===== src/verilog/dhcp_pkg.sv =====
package dhcp_pkg;

  typedef enum logic [7:0] {
    msg_discover = 8'd1,
    msg_offer    = 8'd2,
    msg_request  = 8'd3,
    msg_ack      = 8'd5,
    msg_nak      = 8'd6
  } dhcp_msg_t;

  typedef enum logic [7:0] {
    opt_req_ip     = 8'd50,
    opt_lease_time = 8'd51,
    opt_msg_type   = 8'd53,
    opt_server_id  = 8'd54,
    opt_end        = 8'd255
  } dhcp_opt_code_t;

  typedef enum logic [1:0] {
    opt_kind,
    opt_len,
    opt_data
  } opt_field_t;

  typedef enum logic [2:0] {
    idle,
    send_disc,
    wait_offer,
    send_req,
    wait_ack,
    bound,
    failed
  } core_state_t;

  // byte offsets into the udp payload
  localparam logic [7:0] HDR_LEN    = 8'd240; // bootp header and cookie
  localparam logic [7:0] XID_OFS    = 8'd4;
  localparam logic [7:0] YIADDR_OFS = 8'd16;
  localparam logic [7:0] CHADDR_OFS = 8'd28;
  localparam logic [7:0] COOKIE_OFS = 8'd236;

  localparam logic [3:0][7:0] MAGIC_COOKIE = 32'h6382_5363;

  localparam logic [8:0] DISC_LEN = 9'd244; // header, msg_type, end
  localparam logic [8:0] REQ_LEN  = 9'd256; // adds req_ip and server_id

  localparam logic [15:0] TIMEOUT_CYCLES = 16'd1000;
  localparam logic [1:0]  MAX_TRIES      = 2'd3;
  localparam logic [31:0] XID_SEED       = 32'h5a3c_96e1; // any nonzero lfsr state

endpackage


===== src/verilog/net_pkg.sv =====
package net_pkg;

  // multi-byte fields go out msb byte first, as on the wire
  typedef logic [3:0][7:0] ipv4_t;
  typedef logic [5:0][7:0] mac_t;

  localparam logic [15:0] DHCP_SRV_PORT = 16'd67; // server side
  localparam logic [15:0] DHCP_CLI_PORT = 16'd68; // client side

endpackage

===== src/verilog/dhcp_client.sv =====
module dhcp_client (
  input  logic           clk,
  input  logic           fsm_rst,
  input  logic           rx_v,
  input  logic [7:0]     rx_d,
  input  logic           rx_sof,
  input  logic           rx_eof,
  input  logic [15:0]    rx_src_port,
  input  net_pkg::mac_t  mac_addr,
  input  logic           ipv4_req,
  input  net_pkg::ipv4_t pref_ipv4,
  output logic           tx_v,
  output logic [7:0]     tx_d,
  output logic           tx_sof,
  output logic           tx_eof,
  output net_pkg::ipv4_t ipv4_addr,
  output logic           ipv4_val,
  output logic           dhcp_ok,
  output logic           dhcp_timeout
);

  import dhcp_pkg::*;
  import net_pkg::*;

  logic        reply_val;
  dhcp_msg_t   reply_msg;
  logic [31:0] reply_xid;
  ipv4_t       reply_yiaddr;
  ipv4_t       reply_srv_id;
  logic        tx_done;
  logic        send;
  dhcp_msg_t   send_msg;
  logic [31:0] xid;
  ipv4_t       req_ip;
  ipv4_t       srv_id;

  dhcp_core u_dhcp_core (
    .clk          (clk),
    .fsm_rst      (fsm_rst),
    .ipv4_req     (ipv4_req),
    .pref_ipv4    (pref_ipv4),
    .reply_val    (reply_val),
    .reply_msg    (reply_msg),
    .reply_xid    (reply_xid),
    .reply_yiaddr (reply_yiaddr),
    .reply_srv_id (reply_srv_id),
    .tx_done      (tx_done),
    .send         (send),
    .send_msg     (send_msg),
    .xid          (xid),
    .req_ip       (req_ip),
    .srv_id       (srv_id),
    .ipv4_addr    (ipv4_addr),
    .ipv4_val     (ipv4_val),
    .dhcp_ok      (dhcp_ok),
    .dhcp_timeout (dhcp_timeout)
  );

  dhcp_rx u_dhcp_rx (
    .clk          (clk),
    .fsm_rst      (fsm_rst),
    .rx_v         (rx_v),
    .rx_d         (rx_d),
    .rx_sof       (rx_sof),
    .rx_eof       (rx_eof),
    .rx_src_port  (rx_src_port),
    .reply_val    (reply_val),
    .reply_msg    (reply_msg),
    .reply_xid    (reply_xid),
    .reply_yiaddr (reply_yiaddr),
    .reply_srv_id (reply_srv_id)
  );

  dhcp_tx u_dhcp_tx (
    .clk      (clk),
    .fsm_rst  (fsm_rst),
    .send     (send),
    .send_msg (send_msg),
    .xid      (xid),
    .req_ip   (req_ip),
    .srv_id   (srv_id),
    .mac_addr (mac_addr),
    .tx_v     (tx_v),
    .tx_d     (tx_d),
    .tx_sof   (tx_sof),
    .tx_eof   (tx_eof),
    .tx_done  (tx_done)
  );

endmodule


===== src/verilog/dhcp_core.sv =====
module dhcp_core (
  input  logic                clk,
  input  logic                fsm_rst,
  input  logic                ipv4_req,
  input  net_pkg::ipv4_t      pref_ipv4,
  input  logic                reply_val,
  input  dhcp_pkg::dhcp_msg_t reply_msg,
  input  logic [31:0]         reply_xid,
  input  net_pkg::ipv4_t      reply_yiaddr,
  input  net_pkg::ipv4_t      reply_srv_id,
  input  logic                tx_done,
  output logic                send,
  output dhcp_pkg::dhcp_msg_t send_msg,
  output logic [31:0]         xid,
  output net_pkg::ipv4_t      req_ip,
  output net_pkg::ipv4_t      srv_id,
  output net_pkg::ipv4_t      ipv4_addr,
  output logic                ipv4_val,
  output logic                dhcp_ok,
  output logic                dhcp_timeout
);

  import dhcp_pkg::*;

  core_state_t state;
  logic [1:0]  tries;   // sends of the current message
  logic [15:0] timer;
  logic        reply_hit;
  logic        waiting;
  logic        new_disc;
  logic        take_offer;
  logic        take_ack;
  logic        nak_hit;
  logic        expired;
  logic        xid_fb;

  assign reply_hit  = reply_val && (reply_xid == xid);
  assign waiting    = (state == wait_offer) || (state == wait_ack);
  assign take_offer = (state == wait_offer) && reply_hit && (reply_msg == msg_offer);
  assign take_ack   = (state == wait_ack) && reply_hit && (reply_msg == msg_ack);
  assign nak_hit    = (state == wait_ack) && reply_hit && (reply_msg == msg_nak);
  assign new_disc   = nak_hit ||
                      (ipv4_req && (state == idle || state == bound || state == failed));
  assign expired    = waiting && !take_offer && !take_ack && !nak_hit && (timer == 16'd1);
  assign xid_fb     = xid[31] ^ xid[21] ^ xid[1] ^ xid[0]; // x^32+x^22+x^2+x+1

  assign send_msg = (state == send_req) ? msg_request : msg_discover;

  always_ff @(posedge clk) begin
    if (fsm_rst) begin
      state        <= idle;
      xid          <= XID_SEED;
      tries        <= 2'd0;
      timer        <= 16'd0;
      send         <= 1'b0;
      ipv4_val     <= 1'b0;
      dhcp_ok      <= 1'b0;
      dhcp_timeout <= 1'b0;
    end else begin
      send     <= new_disc || take_offer || (expired && tries != MAX_TRIES);
      ipv4_val <= take_ack;
      if (new_disc) begin
        state        <= send_disc;
        xid          <= {xid[30:0], xid_fb};
        tries        <= 2'd1;
        dhcp_ok      <= 1'b0;
        dhcp_timeout <= 1'b0;
      end else if (take_offer) begin
        state <= send_req;
        tries <= 2'd1;
      end else if (take_ack) begin
        state   <= bound;
        dhcp_ok <= 1'b1;
      end else if (expired) begin
        if (tries == MAX_TRIES) begin
          state        <= failed;
          dhcp_timeout <= 1'b1;
        end else begin
          state <= (state == wait_offer) ? send_disc : send_req; // same xid again
          tries <= tries + 2'd1;
        end
      end else if (tx_done && (state == send_disc || state == send_req)) begin
        state <= (state == send_disc) ? wait_offer : wait_ack;
        timer <= TIMEOUT_CYCLES;
      end else if (waiting) begin
        timer <= timer - 16'd1;
      end
    end
  end

  always_ff @(posedge clk) begin
    if (new_disc) req_ip <= pref_ipv4;
    if (take_offer) begin
      req_ip <= reply_yiaddr;
      srv_id <= reply_srv_id;
    end
    if (take_ack) ipv4_addr <= reply_yiaddr;
  end

  a_ok_xor_timeout: assert property (@(posedge clk) disable iff (fsm_rst)
    !(dhcp_ok && dhcp_timeout))
    else $error("dhcp_ok and dhcp_timeout both high");

endmodule


===== src/verilog/dhcp_rx.sv =====
module dhcp_rx (
  input  logic               clk,
  input  logic               fsm_rst,
  input  logic               rx_v,
  input  logic [7:0]         rx_d,
  input  logic               rx_sof,
  input  logic               rx_eof,
  input  logic [15:0]        rx_src_port,
  output logic               reply_val,
  output dhcp_pkg::dhcp_msg_t reply_msg,
  output logic [31:0]        reply_xid,
  output net_pkg::ipv4_t     reply_yiaddr,
  output net_pkg::ipv4_t     reply_srv_id
);

  import dhcp_pkg::*;
  import net_pkg::*;

  logic [15:0]     byte_cnt;
  logic [15:0]     idx;      // position of the byte on rx_d
  logic            sof_byte;
  logic            eof_byte;
  logic            parse_rst;
  logic            pkt_open;
  logic [7:0]      op_r;
  logic [31:0]     xid_r;
  ipv4_t           yiaddr_r;
  logic [31:0]     cookie_r;
  opt_field_t      opt_st;
  logic [7:0]      cur_kind;
  logic [7:0]      opt_left;
  logic            opt_done;
  logic            msg_seen;
  logic            opt_byte;
  logic            data_byte;
  logic [7:0]      msg_r;
  ipv4_t           srv_r;
  logic            reply_ok;

  assign sof_byte  = rx_v && rx_sof;
  assign eof_byte  = rx_v && rx_eof;
  assign parse_rst = fsm_rst || sof_byte;
  assign idx       = sof_byte ? 16'd0 : byte_cnt;
  assign opt_byte  = rx_v && (idx >= HDR_LEN) && !opt_done;
  assign data_byte = opt_byte && (opt_st == opt_data);

  always_ff @(posedge clk) begin
    if (fsm_rst) begin
      byte_cnt <= 16'd0;
      pkt_open <= 1'b0;
    end else if (rx_v) begin
      byte_cnt <= (&idx) ? idx : idx + 16'd1; // saturate on oversized frames
      if (rx_eof) pkt_open <= 1'b0;
      else if (rx_sof) pkt_open <= 1'b1;
    end
  end

  // fixed header fields are picked off as they pass
  always_ff @(posedge clk) begin
    if (rx_v) begin
      if (idx == 16'd0) op_r <= rx_d;
      if (idx >= XID_OFS && idx < XID_OFS + 8'd4) xid_r <= {xid_r[23:0], rx_d};
      if (idx >= YIADDR_OFS && idx < YIADDR_OFS + 8'd4) yiaddr_r <= {yiaddr_r[2:0], rx_d};
      if (idx >= COOKIE_OFS && idx < HDR_LEN) cookie_r <= {cookie_r[23:0], rx_d};
    end
  end

  always_ff @(posedge clk) begin
    if (parse_rst) begin
      opt_st   <= opt_kind;
      cur_kind <= 8'd0;
      opt_left <= 8'd0;
      opt_done <= 1'b0;
      msg_seen <= 1'b0;
    end else if (opt_byte) begin
      case (opt_st)
        opt_kind: begin
          if (rx_d == opt_end) begin
            opt_done <= 1'b1;
          end else if (rx_d != 8'd0) begin // pad has no length byte
            cur_kind <= rx_d;
            opt_st   <= opt_len;
          end
        end
        opt_len: begin
          opt_left <= rx_d;
          opt_st   <= (rx_d == 8'd0) ? opt_kind : opt_data;
        end
        opt_data: begin
          if (cur_kind == opt_msg_type) msg_seen <= 1'b1;
          opt_left <= opt_left - 8'd1;
          if (opt_left == 8'd1) opt_st <= opt_kind; // unknown kinds just run out here
        end
        default: opt_st <= opt_kind;
      endcase
    end
  end

  always_ff @(posedge clk) begin
    if (data_byte && cur_kind == opt_msg_type) msg_r <= rx_d;
    if (data_byte && cur_kind == opt_server_id) srv_r <= {srv_r[2:0], rx_d};
  end

  assign reply_ok = (rx_src_port == DHCP_SRV_PORT) && (op_r == 8'd2) &&
                    (cookie_r == MAGIC_COOKIE) && msg_seen && (idx >= HDR_LEN - 8'd1);

  always_ff @(posedge clk) begin
    if (fsm_rst) reply_val <= 1'b0;
    else reply_val <= eof_byte && reply_ok;
  end

  always_ff @(posedge clk) begin
    if (eof_byte && reply_ok) begin
      reply_msg    <= dhcp_msg_t'(msg_r);
      reply_xid    <= xid_r;
      reply_yiaddr <= yiaddr_r;
      reply_srv_id <= srv_r;
    end
  end

  a_sof_closed: assert property (@(posedge clk) disable iff (fsm_rst) sof_byte |-> !pkt_open)
    else $error("rx_sof while a packet is still open");

endmodule


===== src/verilog/dhcp_tx.sv =====
module dhcp_tx (
  input  logic                clk,
  input  logic                fsm_rst,
  input  logic                send,
  input  dhcp_pkg::dhcp_msg_t send_msg,
  input  logic [31:0]         xid,
  input  net_pkg::ipv4_t      req_ip,
  input  net_pkg::ipv4_t      srv_id,
  input  net_pkg::mac_t       mac_addr,
  output logic                tx_v,
  output logic [7:0]          tx_d,
  output logic                tx_sof,
  output logic                tx_eof,
  output logic                tx_done
);

  import dhcp_pkg::*;
  import net_pkg::*;

  logic            busy;
  logic [8:0]      cnt;      // index of the byte now on tx_d
  logic [8:0]      last_idx;
  logic            is_req;
  dhcp_msg_t       msg_r;
  logic [3:0][7:0] xid_r;
  ipv4_t           req_ip_r;
  ipv4_t           srv_id_r;
  mac_t            mac_r;
  logic [8:0]      xid_i;
  logic [8:0]      mac_i;
  logic [8:0]      ck_i;
  logic [8:0]      opt_i;

  always_ff @(posedge clk) begin
    if (send) begin
      msg_r    <= send_msg;
      xid_r    <= xid;
      req_ip_r <= req_ip;
      srv_id_r <= srv_id;
      mac_r    <= mac_addr;
    end
  end

  assign is_req   = (msg_r == msg_request);
  assign last_idx = is_req ? REQ_LEN - 9'd1 : DISC_LEN - 9'd1;

  always_ff @(posedge clk) begin
    if (fsm_rst) begin
      busy    <= 1'b0;
      cnt     <= 9'd0;
      tx_done <= 1'b0;
    end else begin
      tx_done <= tx_eof;
      if (send) begin
        busy <= 1'b1;
        cnt  <= 9'd0;
      end else if (busy) begin
        cnt <= cnt + 9'd1;
        if (cnt == last_idx) busy <= 1'b0;
      end
    end
  end

  assign tx_v   = busy;
  assign tx_sof = busy && (cnt == 9'd0);
  assign tx_eof = busy && (cnt == last_idx);

  assign xid_i = cnt - XID_OFS;
  assign mac_i = cnt - CHADDR_OFS;
  assign ck_i  = cnt - COOKIE_OFS;
  assign opt_i = cnt - HDR_LEN;

  always_comb begin
    tx_d = 8'h00; // unused header bytes stay zero
    if (cnt >= HDR_LEN) begin
      case (opt_i[3:0])
        4'd0:                      tx_d = opt_msg_type;
        4'd1:                      tx_d = 8'd1;
        4'd2:                      tx_d = msg_r;
        4'd3:                      tx_d = is_req ? opt_req_ip : opt_end;
        4'd4, 4'd10:               tx_d = 8'd4;
        4'd5, 4'd6, 4'd7, 4'd8:    tx_d = req_ip_r[2'(4'd8 - opt_i[3:0])];
        4'd9:                      tx_d = opt_server_id;
        4'd11, 4'd12, 4'd13, 4'd14: tx_d = srv_id_r[2'(4'd14 - opt_i[3:0])];
        default:                   tx_d = opt_end;
      endcase
    end else if (cnt >= COOKIE_OFS) begin
      tx_d = MAGIC_COOKIE[2'(9'd3 - ck_i)];
    end else if (cnt >= CHADDR_OFS && cnt < CHADDR_OFS + 8'd6) begin
      tx_d = mac_r[3'(9'd5 - mac_i)];
    end else if (cnt >= XID_OFS && cnt < XID_OFS + 8'd4) begin
      tx_d = xid_r[2'(9'd3 - xid_i)];
    end else if (cnt < 9'd2) begin
      tx_d = 8'd1; // op request, htype ethernet
    end else if (cnt == 9'd2) begin
      tx_d = 8'd6; // hlen
    end
  end

  a_send_idle: assert property (@(posedge clk) disable iff (fsm_rst) send |-> !busy)
    else $error("send while a packet is still going out");

endmodule


===== config.mk =====
export PLATFORM = sky130hd
export DESIGN_NAME = dhcp_client
export DESIGN_NICKNAME = d
export VERILOG_FILES = /design/src/verilog/dhcp_pkg.sv /design/src/verilog/net_pkg.sv /design/src/verilog/dhcp_client.sv /design/src/verilog/dhcp_core.sv /design/src/verilog/dhcp_rx.sv /design/src/verilog/dhcp_tx.sv
export SDC_FILE = /design/constraint.sdc
export NUM_CORES = 1
export LEC_CHECK = 0
export BUFFER_PORTS_ARGS = -buffer_cell sky130_fd_sc_hd__buf_4
export CAP_MARGIN = 20
export CORE_MARGIN = 4
export CORE_UTILIZATION = 50
export CTS_CLUSTER_SIZE = 20
export DETAILED_ROUTE_END_ITERATION = 7
export HOLD_SLACK_MARGIN = 0.03
export PLACE_DENSITY = 0.75
export SYNTH_ARGS = -nofsm -noshare
export SYNTH_HDL_FRONTEND = slang
export SYNTH_SLANG_ARGS = --single-unit

===== constraint.sdc =====
create_clock -name clk -period 21.5 [get_ports clk]
set_clock_uncertainty 0.1 [all_clocks]
set_input_delay 5.375 -clock clk [delete_from_list [all_inputs] [get_ports clk]]
set_output_delay 5.375 -clock clk [all_outputs]
set_load 0.005 [all_outputs]

# Word-level counts from Yosys, hierarchy flattened
# Index checks and enable logic that the tools add are counted.
totals:
  word_cells: 288
  in_bits: 110
  out_inout_bits: 46
  reg_bits: 601
op_classes:
  reduce_logical: 79
  n_eq_ne: 44
  muxes: 48
  bitwise: 9
  order_cmp: 20
  add_sub_neg: 14
op_table:
  columns: ["operator", "n"]
  rows:
  - ["8-bit two-way mux", 11]
  - ["8-bit binary-select mux with 2-bit select", 4]
  - ["16-bit two-way mux", 4]
  - ["32-bit two-way mux", 2]
  - ["8-bit one-hot mux with 8 select lines", 1]
  - ["16-bit by 8-bit greater-or-equal comparator with 1-bit output, second input constant", 3]
  - ["32-bit by 31-bit == test with 1-bit output, second input constant", 1]
  - ["32-bit == test", 1]
  - ["1-bit logical AND", 32]
  - ["4-bit == test, second input constant", 7]
  - ["8-bit binary-select mux with 3-bit select", 1]
  - ["8-bit by 2-bit == test with 1-bit output, second input constant", 3]
  - ["9-bit by 8-bit greater-or-equal comparator with 1-bit output, second input constant", 2]
  - ["3-bit two-way mux", 6]
  - ["16-bit by 1-bit adder with 16-bit output, second input constant", 1]
  - ["16-bit by 1-bit == test with 1-bit output, second input constant", 1]
  - ["16-bit by 7-bit == test with 1-bit output, second input constant", 1]
  - ["4-bit by 3-bit == test with 1-bit output, second input constant", 4]
  - ["8-bit by 3-bit == test with 1-bit output, second input constant", 2]
  - ["8-bit by 6-bit == test with 1-bit output, second input constant", 2]
  - ["16-bit by 3-bit greater-or-equal comparator with 1-bit output, second input constant", 1]
  - ["16-bit by 5-bit greater-or-equal comparator with 1-bit output, second input constant", 1]
  - ["16-bit zero test", 1]
  - ["16-bit by 4-bit < comparator with 1-bit output, second input constant", 1]
  - ["60 further kinds", 121]

# Logic depth before layout (Yosys ltp)
depth:
  ltp_word: 13
  mapped_depth: 13
  ltp_nobuf: 10

# Modules after synthesis
# A second synthesis with hierarchy kept.
hier_totals:
  cells_unflattened: 1444
  area_unflattened_um2: 23292.3
modules_own_cells:
  columns: ["mod", "seq_area_each_um2", "cells_each", "area_each_um2", "n_inst"]
  rows:
  - ["dhcp_rx", 8187.9, 535, 9800.6, 1]
  - ["dhcp_core", 4023.9, 523, 6764.0, 1]
  - ["dhcp_tx", 4784.6, 386, 6727.7, 1]

# Worst setup path after synthesis
# No wires, ideal clock.
synth_timing:
  kind: "input-to-reg"
  from: "input rx_src_port[8]"
  to: "register u_dhcp_rx.reply_msg[0], enable pin"
  t_required_ps: 20576
  setup_time_ps: 824
  path_slack_ps: 4367
  arrival_time_ps: 16210
  stages: 4
  path_buffers: 0
  path_cell_list: "or4b_2 -> nor4_1 -> nand4_1 -> nor4_1"
synth_via:
  elab_chain_cells: 6
synth_lines:
  columns: ["element", "line", "source"]
  rows:
  - ["start: declaration", "dhcp_client.sv:8", "input logic [15:0] rx_src_port,"]
  - ["16-bit by 7-bit == test with 1-bit output", "dhcp_rx.sv:104", "assign reply_ok = (rx_src_port == DHCP_SRV_PORT) && (op_r == 8'd2) &&"]
  - ["1-bit logical AND (2 in series)", "dhcp_rx.sv:104", null]
  - ["1-bit logical AND (2 in series)", "dhcp_rx.sv:105", "(cookie_r == MAGIC_COOKIE) && msg_seen && (idx >= HDR_LEN - 8'd1);"]
  - ["1-bit logical AND", "dhcp_rx.sv:113", "if (eof_byte && reply_ok) begin"]
  - ["end signal: assignment", "dhcp_rx.sv:114", "reply_msg <= dhcp_msg_t'(msg_r);"]
  - ["end: declaration", "dhcp_rx.sv:10", "output dhcp_pkg::dhcp_msg_t reply_msg,"]
# Every way passes these cells.
# A chain may end at the register's enable or synchronous reset.

# Worst setup path in the final report
layout_timing:
  from: "register u_dhcp_tx.cnt[0]"
  to: "output tx_d[0]"
layout_via:
  elab_chain_cells: 8
layout_lines:
  columns: ["element", "line", "source"]
  rows:
  - ["start: declaration", "dhcp_tx.sv:21", "logic [8:0] cnt;"]
  - ["start signal: assignment", "dhcp_tx.sv:58", "cnt <= cnt + 9'd1;"]
  - ["branches (longest 7 deep; another with 3-bit subtractor)", null, null]
  - ["8-bit two-way mux (*)", "dhcp_tx.sv:75", "if (cnt >= HDR_LEN) begin"]
  - ["end: declaration", "dhcp_client.sv:13", "output logic [7:0] tx_d,"]
# Mark *: on every way between the ends. The select of a mux whose other input is x is not followed.

==> results.py <==
metrics = {
    "die": {
        "core_mm2": 0.0444,
        "die_y_um": 220,
        "rows": 77,
        "die-area_mm2": 0.0486,
        "initial_core_util_pct": 50.8,
        "die_w_um": 220,
        "num_io_pins": 156,
    },
    "critical_path": {
        "cp_cell_sequence": "buf_4, ha_1, nor3_1, a21boi_0, a31oi_1, nand2_1, o41ai_1, o211ai_1, buf_4",
        "cpMostUsedCell": "buf_4",
        "slowest_stage": "buf_4",
        "worstPathMaxFanout": 47,
        "cp-start-kind": "flip-flop",
        "r2r_start": "u_dhcp_rx.reply_msg[3]$_DFFE_PP_",
        "crit_path_start": "u_dhcp_tx.cnt[0]$_SDFFE_PP0P_",
        "slowest_delay_ps": 690,
        "end_kind": "primary output",
        "critPathRequiredTime_ps": 16020,
        "critical_path_class": "flip-flop to primary output",
        "arrival_ps": 3470,
    },
    "layout": {
        "filler_cell_count": 3165,
        "antennaDiodeCount": 0,
        "syn2layout_area_growth_pct": 16.8,
        "largest_register_ffs": 48,
        "top_register": "u_dhcp_tx.mac_r",
        "instances_no_fill": 2208,
        "drive_above_1_share_pct": 21.1,
        "final_nets": 1696,
    },
    "outcome": {
        "status": "completed",
    },
    "sta": {
        "worst_pin_slew_ps": 1100,
        "fmax_ghz": 0.112,
        "tns_ps": 0,
        "fin_crit_ps": 8950,
        "hold_violations": 0,
        "rsz0062_at_grt": "no",
        "drv_slew": 0,
        "setup_viol": 0,
        "fin_ws_ps": 12550,
        "fin_crit_sh_pct": 41.6,
        "maxSlewHeadroom_pct": 26.7,
        "holdWs_ps": 309,
    },
    "detailed_routing": {
        "viasPerCell": 5.69,
        "first_pass_iters": 6,
        "wl_um": 46500,
        "ant_nets": 0,
        "vias": 12600,
        "initialDrtViolationCount": 1199,
        "drc": 0,
        "routedWlPerCell_um": 21.1,
    },
    "clock_network": {
        "cts_tree": "yes",
        "clock-sinks": 594,
        "clk-insertion-delay-late_ps": 610,
        "numCtsBuffers": 58,
        "cts.clk_slew.worst_paths_ps": 60,
        "htreeDepth": 2,
        "root_buffer": "clkbuf_16",
        "cts.repair.resized": 0,
        "holdBufCountCts": 0,
        "clk_path_buf_depth": 3,
        "post-cts-setup-buffers": 0,
    },
    "place": {
        "dp_hpwl_um": 29900,
        "dp_slack_ps": 12880,
        "place.gp.congestion": 0.900,
        "port_buffers": 155,
        "dp_cells": 2098,
    },
    "power_and_ir_drop": {
        "ir_worst_vdd_mv": 0.0669,
        "p_leak_nw": 8.78,
        "power.density_mw_per_mm2": 90.7,
    },
    "global_route": {
        "gr-total-overflow": 0,
        "grt_pass1_wl_um": 72300,
        "grt_max_degree": 77,
        "grt_pass1_vias": 12700,
        "antenna_found_initial": 0,
        "grtUsageTotal_pct": 19.3,
    },
    "synth": {
        "synthesis.nets": 1521,
        "synth.avg_cell_area_um2": 16.2,
        "synth.distinct_cells": 85,
        "async_flop_share_pct": 0,
        "synthCells": 1393,
        "synth_edf_count": 489,
        "yosys_register_bits": 594,
        "synth_top_flop_cell": "edfxtp_1",
        "yosysSeqAreaShare_pct": 74.4,
        "syn_area_mm2": 0.0226,
        "yosys_warnings": 0,
    },
    "flow_run": {
        "max_cap_violations": 0,
    },
    "worst_hold_path": {
        "hp-class": "flip-flop to flip-flop",
        "hp-start": "u_dhcp_rx.xid_r[31]$_DFFE_PP_",
    },
}
[synthesized netlist by cell type (all sizes together), types with 3 or more instances]
master  instances  area share, %
edfxtp        489             65
a21oi          50            1.1
and3            8           0.22
or3b            3           0.12
nor3b           3           0.10
or4            15           0.53
a211oi          9           0.30
o211ai         39            1.3
nand2          59           0.99
nor2           65            1.2
nor2b           5           0.14
buf            25           0.76
xor2           18           0.70
o22ai          13           0.39
nand4          29           0.80
nand3          25           0.58
and2            7           0.19
dfxtp         105            9.3
ha             18            1.0
a31oi          15           0.48
o21ai          45            1.0
or3             8           0.24
nand4b          6           0.23
nand3b          6           0.20
clkbuf         32           0.54
xnor2          39            1.5
nor4           20           0.68
nand2b         17           0.47
nor4b          14           0.70
o31ai          11           0.37
inv            43           0.72
mux2i          22           0.98
nor3           24           0.58
mux4           32            3.2
mux2           32            1.6
and4            6           0.23
[report_power, final]
group | total (mW) | internal [mW] | leakage (nW) | switching [mW]
clock network | 1.03 | 0.614 | 0.955 | 0.415
registers | 1.28 | 1.26 | 5.31 | 0.0181
logic | 0.0839 | 0.0393 | 2.51 | 0.0446
total | 2.39 | 1.91 | 8.78 | 0.478
[path summary, 6_finish.rpt]
check	endpoint	slack [ps]	cells after the start
max	tx_d[0]	12550	9
min	u_dhcp_rx.reply_xid[31]$_DFFE_PP_	310	0
max reg2reg	u_dhcp_core.req_ip[11]$_DFFE_PP_	17820	7
min reg2reg	u_dhcp_rx.reply_xid[31]$_DFFE_PP_	310	0
[per-stage QoR]
stage	instance area (um2)	total power, mW	util [%]
2_1_floorplan	22600	1.34	-
3_3_place_gp	24400	1.38	54.8
3_5_place_dp	24400	1.39	54.8
4_1_cts	26300	2.41	59.3
5_1_grt	26400	2.48	59.4
6_report	26400	2.39	59.4
[placed cells by master (no fill, tap or decap), drive strengths merged, types with 5 or more instances in the layout]
master / instances
and4: 6
nand4: 29
nor3: 24
clkbuf: 73
o22ai: 13
nor4b: 14
clkinvlp: 5
mux2: 32
o211ai: 39
nand4b: 6
or3: 8
nor4: 20
a211oi: 9
edfxtp: 489
a31oi: 15
clkinv: 20
o31ai: 11
dfxtp: 105
o21ai: 45
bufinv: 8
mux2i: 22
xor2: 18
nand2b: 17
nor2: 65
a21oi: 50
mux4: 32
nand3: 25
and2: 7
buf: 172
and3: 8
inv: 45
nand3b: 6
xnor2: 39
nand2: 59
ha: 18
or4: 15
nor2b: 5
[cell type report]
cell class / instances / area, um2 / share of cell area (%)
Clock buffer: 73 / 1570 / 5.95
Tap cell: 592 / 741 / 2.81
Sequential cell: 594 / 16800 / 63.7
Multi-Input combinational cell: 699 / 5380 / 20.4
Inverter: 43 / 161 / 0.612
Clock inverter: 35 / 403 / 1.53
Timing Repair Buffer: 172 / 1320 / 5.00
[logic make-up after synthesis]
family	count (synthesis)	synth area share [%]
and+or+nand+nor	328	8.52
xor gates and xnor gates	57	2.25
adders and majority gates	18	0.998
muxes	86	5.77
DFF	594	74.4
buffers and inverters	100	2.01
AOI/OAI and AO/OA	210	6.08
[layer usage]
layer  routed length (um)  global-route usage [%]  vias up
met5                    0                       0        -
met4                  982                    4.96        0
met3                 3110                    3.52       80
met2                23000                    32.5      440
met1                19400                    26.3     6252
li1                     -                       -     5794
[worst max-delay path: cells and delay by family (launching register included)]
family	cells	cell delay (ps)
AOI/OAI and AO/OA	4	1070
adders and majority gates	1	370
buffers and inverters	2	860
DFF	1	330
and+or+nand+nor	2	240
Note: power is estimated with default switching activity, not from simulation.
